==> config.mk <==
export PLATFORM = sky130hd
export DESIGN_NAME = mips_lsu_flat
export DESIGN_NICKNAME = d
export VERILOG_FILES = /design/src/mips_mem_pkg.sv /design/src/data_bus_if.sv /design/src/mips_lsu.sv /design/src/flat_wrapper.sv
export VERILOG_INCLUDE_DIRS = /design/src
export SDC_FILE = /design/constraint.sdc
export NUM_CORES = 1
export LEC_CHECK = 0
export BUFFER_PORTS_ARGS = -buffer_cell sky130_fd_sc_hd__buf_2
export CAP_MARGIN = 20
export CORE_AREA = 2 2 86 88
export DETAILED_ROUTE_END_ITERATION = 8
export DIE_AREA = 0 0 88 90
export HOLD_SLACK_MARGIN = 0.06
export PLACE_DENSITY = 0.86
export SLEW_MARGIN = 30
export SYNTH_ARGS = -nofsm -noshare
export SYNTH_HDL_FRONTEND = slang
export SYNTH_SLANG_ARGS = --single-unit
==> constraint.sdc <==
create_clock -name clk -period 10.73 [get_ports clk]
set_input_delay 0.5365 -clock clk [delete_from_list [all_inputs] [get_ports clk]]
set_output_delay 0.5365 -clock clk [all_outputs]
set_load 0.005 [all_outputs]
==> src/mips_mem_consts.svh <==
`ifndef MIPS_MEM_CONSTS_SVH
`define MIPS_MEM_CONSTS_SVH

// data ram size in 32-bit words
`define DRAM_DEPTH 4096

// word index width, log2 of the depth
`define DRAM_AW 12

// words in each preloaded region
`define INIT_LEN 29

// step of the arithmetic series region
`define INIT_STEP 32'hdcba1234

// byte address where the all-ones region begins
`define ONES_BASE 32'h100

`endif

==> src/mips_mem_pkg.sv <==
package mips_mem_pkg;

    // load/store operation codes
    typedef enum logic [2:0] {
        LB,
        LBU,
        LH,
        LHU,
        LW,
        SB,
        SH,
        SW
    } mem_op_t;

    // one bus word, seen as byte lanes or halfword lanes
    // lane 0 sits in bits 7:0 for both views
    typedef union packed {
        logic [3:0][7:0]  bytes;
        logic [1:0][15:0] halves;
    } data_word_u;

endpackage

==> src/data_bus_if.sv <==
`timescale 1ns/100ps
`include "mips_mem_consts.svh"

interface data_bus_if;
    import mips_mem_pkg::*;

    // word index, not a byte address
    logic [`DRAM_AW-1:0] word_addr;
    // read is a level, write a single-cycle strobe
    logic                read;
    logic                write;
    // one enable per byte lane
    logic [3:0]          byte_en;
    data_word_u          writedata;
    data_word_u          readdata;

    modport lsu (
        output word_addr,
        output read,
        output write,
        output byte_en,
        output writedata,
        input  readdata
    );

    modport ram (
        input  word_addr,
        input  read,
        input  write,
        input  byte_en,
        input  writedata,
        output readdata
    );

endinterface

==> src/mips_lsu.sv <==
`timescale 1ns/100ps
`include "mips_mem_consts.svh"

module mips_lsu (
    input  logic                  clk,
    input  logic                  rst_n,
    input  logic                  op_valid,
    input  mips_mem_pkg::mem_op_t op,
    input  logic [31:0]           addr,
    input  logic [31:0]           store_data,
    output logic [31:0]           load_data,
    output logic                  misaligned,
    output logic                  fault_valid,
    output logic [31:0]           fault_addr,
    data_bus_if.lsu               bus
);
    import mips_mem_pkg::*;

    logic        is_load;
    logic        is_store;
    logic        is_half;
    logic        is_word;
    logic        bad_align;
    logic        out_of_range;
    logic        load_ok;
    logic        store_ok;
    logic [31:0] store_be;
    logic [31:0] store_swapped;
    logic [3:0]  store_lanes;
    data_word_u  load_word;
    logic [7:0]  load_byte;
    logic [15:0] load_half;
    logic [31:0] load_ext;

    // op class decode
    always_comb begin
        is_load  = 1'b0;
        is_store = 1'b0;
        is_half  = 1'b0;
        is_word  = 1'b0;
        case (op)
            LB, LBU: is_load = 1'b1;
            LH, LHU: begin
                is_load = 1'b1;
                is_half = 1'b1;
            end
            LW: begin
                is_load = 1'b1;
                is_word = 1'b1;
            end
            SB: is_store = 1'b1;
            SH: begin
                is_store = 1'b1;
                is_half  = 1'b1;
            end
            default: begin
                is_store = 1'b1;
                is_word  = 1'b1;
            end
        endcase
    end

    // alignment and range checks
    assign bad_align    = (is_half && addr[0]) || (is_word && (addr[1:0] != 2'b00));
    assign out_of_range = addr >= 32'(4 * `DRAM_DEPTH);
    assign misaligned   = op_valid && (bad_align || out_of_range);

    // a faulting op never reaches the ram
    assign load_ok  = op_valid && is_load && !misaligned;
    assign store_ok = op_valid && is_store && !misaligned;

    assign bus.word_addr = addr[`DRAM_AW+1:2];
    assign bus.read      = load_ok;
    assign bus.write     = store_ok;

    // replicate store data over the lanes, big-endian order
    // byte at offset k lands in lane k after the swap
    always_comb begin
        case (op)
            SB: begin
                store_be    = {4{store_data[7:0]}};
                store_lanes = 4'b0001 << addr[1:0];
            end
            SH: begin
                store_be    = {2{store_data[15:0]}};
                store_lanes = addr[1] ? 4'b1100 : 4'b0011;
            end
            default: begin
                store_be    = store_data;
                store_lanes = 4'b1111;
            end
        endcase
    end

    // ram keeps words byte-reversed
    assign store_swapped = {<<8{store_be}};
    assign bus.writedata = store_swapped;
    assign bus.byte_en   = store_ok ? store_lanes : 4'b0000;

    // back to big-endian, offset 0 is the top byte
    assign load_word = {<<8{bus.readdata}};
    assign load_byte = load_word.bytes[~addr[1:0]];
    assign load_half = load_word.halves[~addr[1]];

    // sign or zero extension
    always_comb begin
        case (op)
            LB:      load_ext = {{24{load_byte[7]}}, load_byte};
            LBU:     load_ext = {24'h0, load_byte};
            LH:      load_ext = {{16{load_half[15]}}, load_half};
            LHU:     load_ext = {16'h0, load_half};
            default: load_ext = load_word;
        endcase
    end

    // zero whenever no load goes through
    assign load_data = load_ok ? load_ext : 32'h0;

    // sticky fault flag, only reset clears it
    always_ff @(posedge clk) begin
        if (!rst_n) begin
            fault_valid <= 1'b0;
        end else if (misaligned) begin
            fault_valid <= 1'b1;
        end
    end

    // first faulting address, held afterwards
    always_ff @(posedge clk) begin
        if (misaligned && !fault_valid) begin
            fault_addr <= addr;
        end
    end

endmodule

==> src/flat_wrapper.sv <==
// flat-port wrapper written by rule: the top's interface ports become plain ports
module mips_lsu_flat import mips_mem_pkg::*;
  (clk, rst_n, op_valid, op, addr, store_data, load_data, misaligned, fault_valid, fault_addr, bus_word_addr, bus_read, bus_write, bus_byte_en, bus_writedata, bus_readdata);
  data_bus_if bus_i ();
  input  logic clk;
  input  logic rst_n;
  input  logic op_valid;
  input  mips_mem_pkg::mem_op_t op;
  input  logic [31:0] addr;
  input  logic [31:0] store_data;
  output logic [31:0] load_data;
  output logic misaligned;
  output logic fault_valid;
  output logic [31:0] fault_addr;
  output wire logic [$bits(bus_i.word_addr)-1:0] bus_word_addr;
  output wire logic [$bits(bus_i.read)-1:0] bus_read;
  output wire logic [$bits(bus_i.write)-1:0] bus_write;
  output wire logic [$bits(bus_i.byte_en)-1:0] bus_byte_en;
  output wire logic [$bits(bus_i.writedata)-1:0] bus_writedata;
  input wire logic [$bits(bus_i.readdata)-1:0] bus_readdata;
  assign bus_word_addr = bus_i.word_addr;
  assign bus_read = bus_i.read;
  assign bus_write = bus_i.write;
  assign bus_byte_en = bus_i.byte_en;
  assign bus_writedata = bus_i.writedata;
  assign bus_i.readdata = bus_readdata;
  mips_lsu u_core (.clk(clk), .rst_n(rst_n), .op_valid(op_valid), .op(op), .addr(addr), .store_data(store_data), .load_data(load_data), .misaligned(misaligned), .fault_valid(fault_valid), .fault_addr(fault_addr), .bus(bus_i));
endmodule
Word level (Yosys, flattened, before mapping)
Cells that the tools add are included.
- register bits: 33
- word-level logic and storage cells: 45
- shift-type cells: 1
- reduce and logical (&&, ||, !) cells: 17
- multiplexer cells: 14
- bitwise logic cells: 2
- $lt $le $gt $ge: 3
- equality and inequality tests: 6
- operators with widths (cell ; number):
    one-hot mux 32 bit (4 select lines) ; 1
    one-hot mux 32 bit (2 select lines) ; 1
    >= comparator 32 x 15 -> 1 bit (second input constant) ; 1
    two-way mux 16 bit ; 2
    two-way mux 32 bit ; 1
    binary-select mux 8 bit (select 2 bit) ; 1
    equality test 3 bit (second input constant) ; 3
    logical AND 1 bit ; 8
    two-way mux 4 bit ; 2
    two-way mux 8 bit ; 1
    one-hot mux 4 bit (2 select lines) ; 1
    equality test 3 x 2 -> 1 bit (second input constant) ; 2
    OR reduction 6 bit ; 1
    OR reduction 5 bit ; 1
    two-way mux 1 bit ; 4
    << shifter 1 x 2 -> 4 bit (first input constant) ; 1
    equality test 3 x 1 -> 1 bit (second input constant) ; 1
    logical NOT 3 bit ; 1
    less-than comparator 2 x 3 -> 1 bit (second input constant) ; 1
    OR reduction 3 bit ; 1
    logical NOT 1 bit ; 2
    logical OR 1 bit ; 2
    less-than comparator 1 x 2 -> 1 bit (second input constant) ; 1
    inverter 2 bit ; 1
    2 further kinds ; 2

Logic depth before layout (Yosys ltp)
- depth after elaboration: 10
- gate-level depth with buffers: 7
- mapped depth without buffers: 4

Worst setup path after synthesis
No wires, ideal clock.
- path type: in2reg
- start: input port addr[0]
- end: register u_core.fault_addr[0], enable pin
- required time: 10.262 ns
- cell stages on the path: 7
- slack: 6.363 ns
- setup time: 0.468 ns
- path buffers: 3
- arrival: 3.899 ns
- cell sequence: clkbuf_1 > inv_1 > a211oi_1 > or4_1 > buf_2 > buf_2 > nor3b_1
- longest elaborated chain between the ends: 6
- elaborated cells between the ends (all ways): 8
- classes of those cells: order compare: 1; reduce/logical: 7
- RTL lines (element ; RTL line ; source):
    start, declared ; flat_wrapper.sv:9 ; input logic [31:0] addr;
    branches (longest 3 deep; another with >= comparator 32 x 15 -> 1 bit) ; - ;
    logical OR 1 bit * ; mips_lsu.sv:66 ; assign misaligned = op_valid && (bad_align || out_of_range);
    logical AND 1 bit * ; mips_lsu.sv:66 ;
    logical AND 1 bit * ; mips_lsu.sv:130 ; if (misaligned && !fault_valid) begin
    end signal, assigned ; mips_lsu.sv:131 ; fault_addr <= addr;
    end, declared ; mips_lsu.sv:14 ; output logic [31:0] fault_addr,
Every way passes the cells marked *.
A chain may end at the register's enable or synchronous reset.

Worst setup path after layout
- start: input port op[1]
- end: output port bus_byte_en[0]
- longest elaborated chain between the ends: 10
- elaborated cells between the ends (all ways): 23
- classes of those cells: eq/ne: 6; mux: 5; reduce/logical: 12
- RTL lines (element ; RTL line ; source):
    start, declared ; flat_wrapper.sv:8 ; input mips_mem_pkg::mem_op_t op;
    equality test 3 bit, or another cell as far along ; mips_lsu.sv:41, mips_lsu.sv:79 ;
    OR reduction 6 bit (no source line) / OR reduction 3 bit (equally long branches) ; - ;
    two-way mux 1 bit ; mips_lsu.sv:41 ; case (op)
    logical AND 1 bit ; mips_lsu.sv:64 ; assign bad_align = (is_half && addr[0]) || (is_word && (addr[1:0] != 2'b00));
    logical OR 1 bit ; mips_lsu.sv:64 ;
    logical OR 1 bit ; mips_lsu.sv:66 ;
    logical AND 1 bit ; mips_lsu.sv:66 ;
    logical NOT 1 bit ; mips_lsu.sv:70 ; assign store_ok = op_valid && is_store && !misaligned;
    logical AND 1 bit ; mips_lsu.sv:70 ;
    two-way mux 4 bit * ; mips_lsu.sv:98 ; assign bus.byte_en = store_ok ? store_lanes : 4'b0000;
    end, declared ; flat_wrapper.sv:18 ; output wire logic [$bits(bus_i.byte_en)-1:0] bus_byte_en;
Mark *: on every way between the ends. The rest lies on a longest branch, timed or not.

==> impl_metrics.tcl <==
set metrics [dict create \
    outcome "complete, no violations" \
    antenna_found_initial 0 \
    slew_violations 0 \
    grt_max_degree 63 \
    clk_pin_slew_ns 0.06 \
    max_cap_violations 0 \
    synthesis.area_sq_um 2800 \
    drtIter0Drc 135 \
    yosysSeqAreaShare 0.351 \
    area_delta_synth_final_pct 36.9 \
    routabilityCongestion 0.920 \
    synth_area_per_cell_sq_um 9.38 \
    multi_input_area_sq_um 1510 \
    groute.usage.overall 0.212 \
    cts_tree "yes" \
    hold_depth 1 \
    power_density_nw_per_um2 90.6 \
    placementRows 31 \
    grt_pass1_vias 2836 \
    worst_r2r_endpoint "u_core.fault_addr[29]" \
    path_class "in2out" \
    synthesis.yosys.warnings 0 \
    critPathMaxFanout 41 \
    hold_class "in2reg" \
    setup_viol 0 \
    firstDrtPassIters 5 \
    drcViolationCount 0 \
    start_util 0.398 \
    required_ns 10.19 \
    syn-num-nets 400 \
    fin_nets 571 \
    ys_seq_elements 33 \
    worst_clock_skew_ns 0.00315 \
    diodes 0 \
    reg2reg_slack_ns 9.51 \
    crit_path_start_kind "input pin" \
    avgViaCountPerCell 5.50 \
    clock.fmax_ghz 0.285 \
    worstHoldStart "addr[30]" \
    holdPathEnd "u_core.fault_addr[30]" \
    final_util 0.545 \
    p_total_mw 0.347 \
    period_share 0.327 \
    root_buffer "clkbuf_8" \
    arrival_ns 2.98 \
    ir_worst_vdd_mv 0.0364 \
    grt_pass1_wl_microns 13700 \
    synthCells 298 \
    end_kind "output port" \
    ant_nets 0 \
    fin_setup_tns_ns 0 \
    synth_cell_types 41 \
    cts_resized 0 \
    cellLeakagePower_nw 1.72 \
    fp.coreArea_sq_um 7020 \
    hpwl_microns 7180 \
    postCtsSetupRepairBufs 0 \
    dieArea_sq_um 7920 \
    wirelength_microns 9200 \
    rsz0062_at_grt "no" \
    clk_latency_ns 0.27 \
    die_h_microns 90 \
    io_pins 218 \
    numCtsBuffers 5 \
    drt-wirelength-per-cell_microns 16.2 \
    h-tree-depth 2 \
    register_area_sq_um 981 \
    drive_above_1_share 0.538 \
    maxSlewHeadroom 0.419 \
    rr_worst_depth 2 \
    route.vias.total 3128 \
    cts_hold_buffers 0 \
    cts.path.max_buffers 2 \
    port_buffers 217 \
    worst_pin_slew_ns 0.862 \
    die_x_microns 88 \
    clkSinkCount 33 \
    hold_viol 0 \
    n_fill_cell 636 \
    fin_crit_ns 3.51 \
    grt_overflow 0 \
    worstReg2RegStart "u_core.fault_valid" \
]
layout by cell type, fill, tap and decap left out, types with 4 or more instances in the layout:
master    count
clkbuf_8      5
nor2_1        6
a221oi_1      6
edfxtp_1     32
o22a_1        4
nand2b_1     18
o22ai_1      19
buf_4         4
a21oi_1      10
nor3_1        5
o31ai_1      16
nor4_1       35
o21ai_0      18
mux2i_1      15
a22o_1        8
nand2_1       4
mux2_2       16
buf_2       216
metal layers:
layer  routed length (microns)  global-route usage  up-vias
met4                        71              0.0436        0
li1                          -                   -     1514
met3                       839              0.0285       10
met2                      4640               0.381      184
met1                      3640               0.265     1420
met5                         0                   0        -
power breakdown:
group / internal, mW / total, mW / switching [mW]
sequential: 0.150 / 0.152 / 0.00174
combinational: 0.0499 / 0.109 / 0.0591
clock: 0.0446 / 0.0857 / 0.0411
worst max-delay path by stage:
stage / cells past startpoint / from / slack, ns / to
detailed placement: 6 / op[2] / 7.07 / bus_byte_en[0]
global placement: 6 / op[2] / 7.22 / bus_byte_en[0]
finish: 7 / op[1] / 7.22 / bus_byte_en[0]
floorplan: 7 / addr[0] / 6.36 / u_core.fault_addr[0]
global route: 7 / op[1] / 6.99 / bus_byte_en[0]
CTS: 6 / op[2] / 7.07 / bus_byte_en[0]
worst max-delay path, stage by stage:
cell       delay [ns]
buf_2            0.25
inv_1            0.48
a211oi_1         0.10
or4_1            0.51
buf_4            0.26
a2111oi_1        0.61
buf_2            0.22
sequential cells by signal (all words and copies together), names as in the netlist:
signal	cells
u_core.fault_valid	1
u_core.fault_addr	32
logic make-up (layout without fill, tap and decap cells):
family | after synthesis | count (layout) | share of synthesized area
mux | 32 | 32 | 0.126
compound gates | 93 | 93 | 0.235
flops | 33 | 33 | 0.351
simple gates | 80 | 80 | 0.171
xor+xnor | 1 | 1 | 0.00313
buf+inv | 59 | 231 | 0.114
through the flow:
| step | std cells | worst slack, ns | area [sq um] | hold slack, ns |
|---|---|---|---|---|
| floorplan | 298 | 6.36 | 2800 | 0.499 |
| global placement | 561 | 7.22 | 3730 | 0.516 |
| detailed placement | 561 | 7.07 | 3730 | 0.527 |
| CTS | 569 | 7.07 | 3820 | 0.438 |
| global route | 569 | 6.99 | 3830 | 0.438 |
| finish | 569 | 7.22 | 3830 | 0.449 |
cell type report:
type                            count  share of cell area
Timing Repair Buffer              220               0.290
Tap cell                           99              0.0324
Clock buffer                        5              0.0180
Multi-Input combinational cell    206               0.396
Sequential cell                    33               0.256
Inverter                            3             0.00294
Clock inverter                      3             0.00458
cell usage after synthesis, drive strengths merged:
cell type | count | area, sq um
a2111oi | 2 | 37.5
a211oi | 3 | 22.5
a21oi | 11 | 58.8
a221oi | 6 | 52.6
a222oi | 1 | 10.0
a22o | 8 | 70.1
a2bb2oi | 2 | 17.5
and2 | 2 | 12.5
and3 | 1 | 6.26
buf | 33 | 221
clkbuf | 23 | 86.3
dfxtp | 1 | 20.0
edfxtp | 32 | 961
inv | 3 | 11.3
mux2 | 16 | 180
mux2i | 15 | 150
mux4 | 1 | 22.5
nand2 | 4 | 15.0
nand2b | 18 | 113
nand3 | 1 | 5.00
nand3b | 1 | 7.51
nor2 | 6 | 22.5
nor3 | 5 | 25.0
nor3b | 1 | 7.51
nor4 | 35 | 219
nor4b | 2 | 17.5
o211ai | 1 | 7.51
o21a | 1 | 7.51
o21ai | 18 | 90.1
o21bai | 1 | 7.51
o22a | 4 | 35.0
o22ai | 19 | 119
o31ai | 16 | 120
or2 | 2 | 12.5
or4 | 2 | 15.0
xor2 | 1 | 8.76
Note: power is estimated with default switching activity, not from simulation.
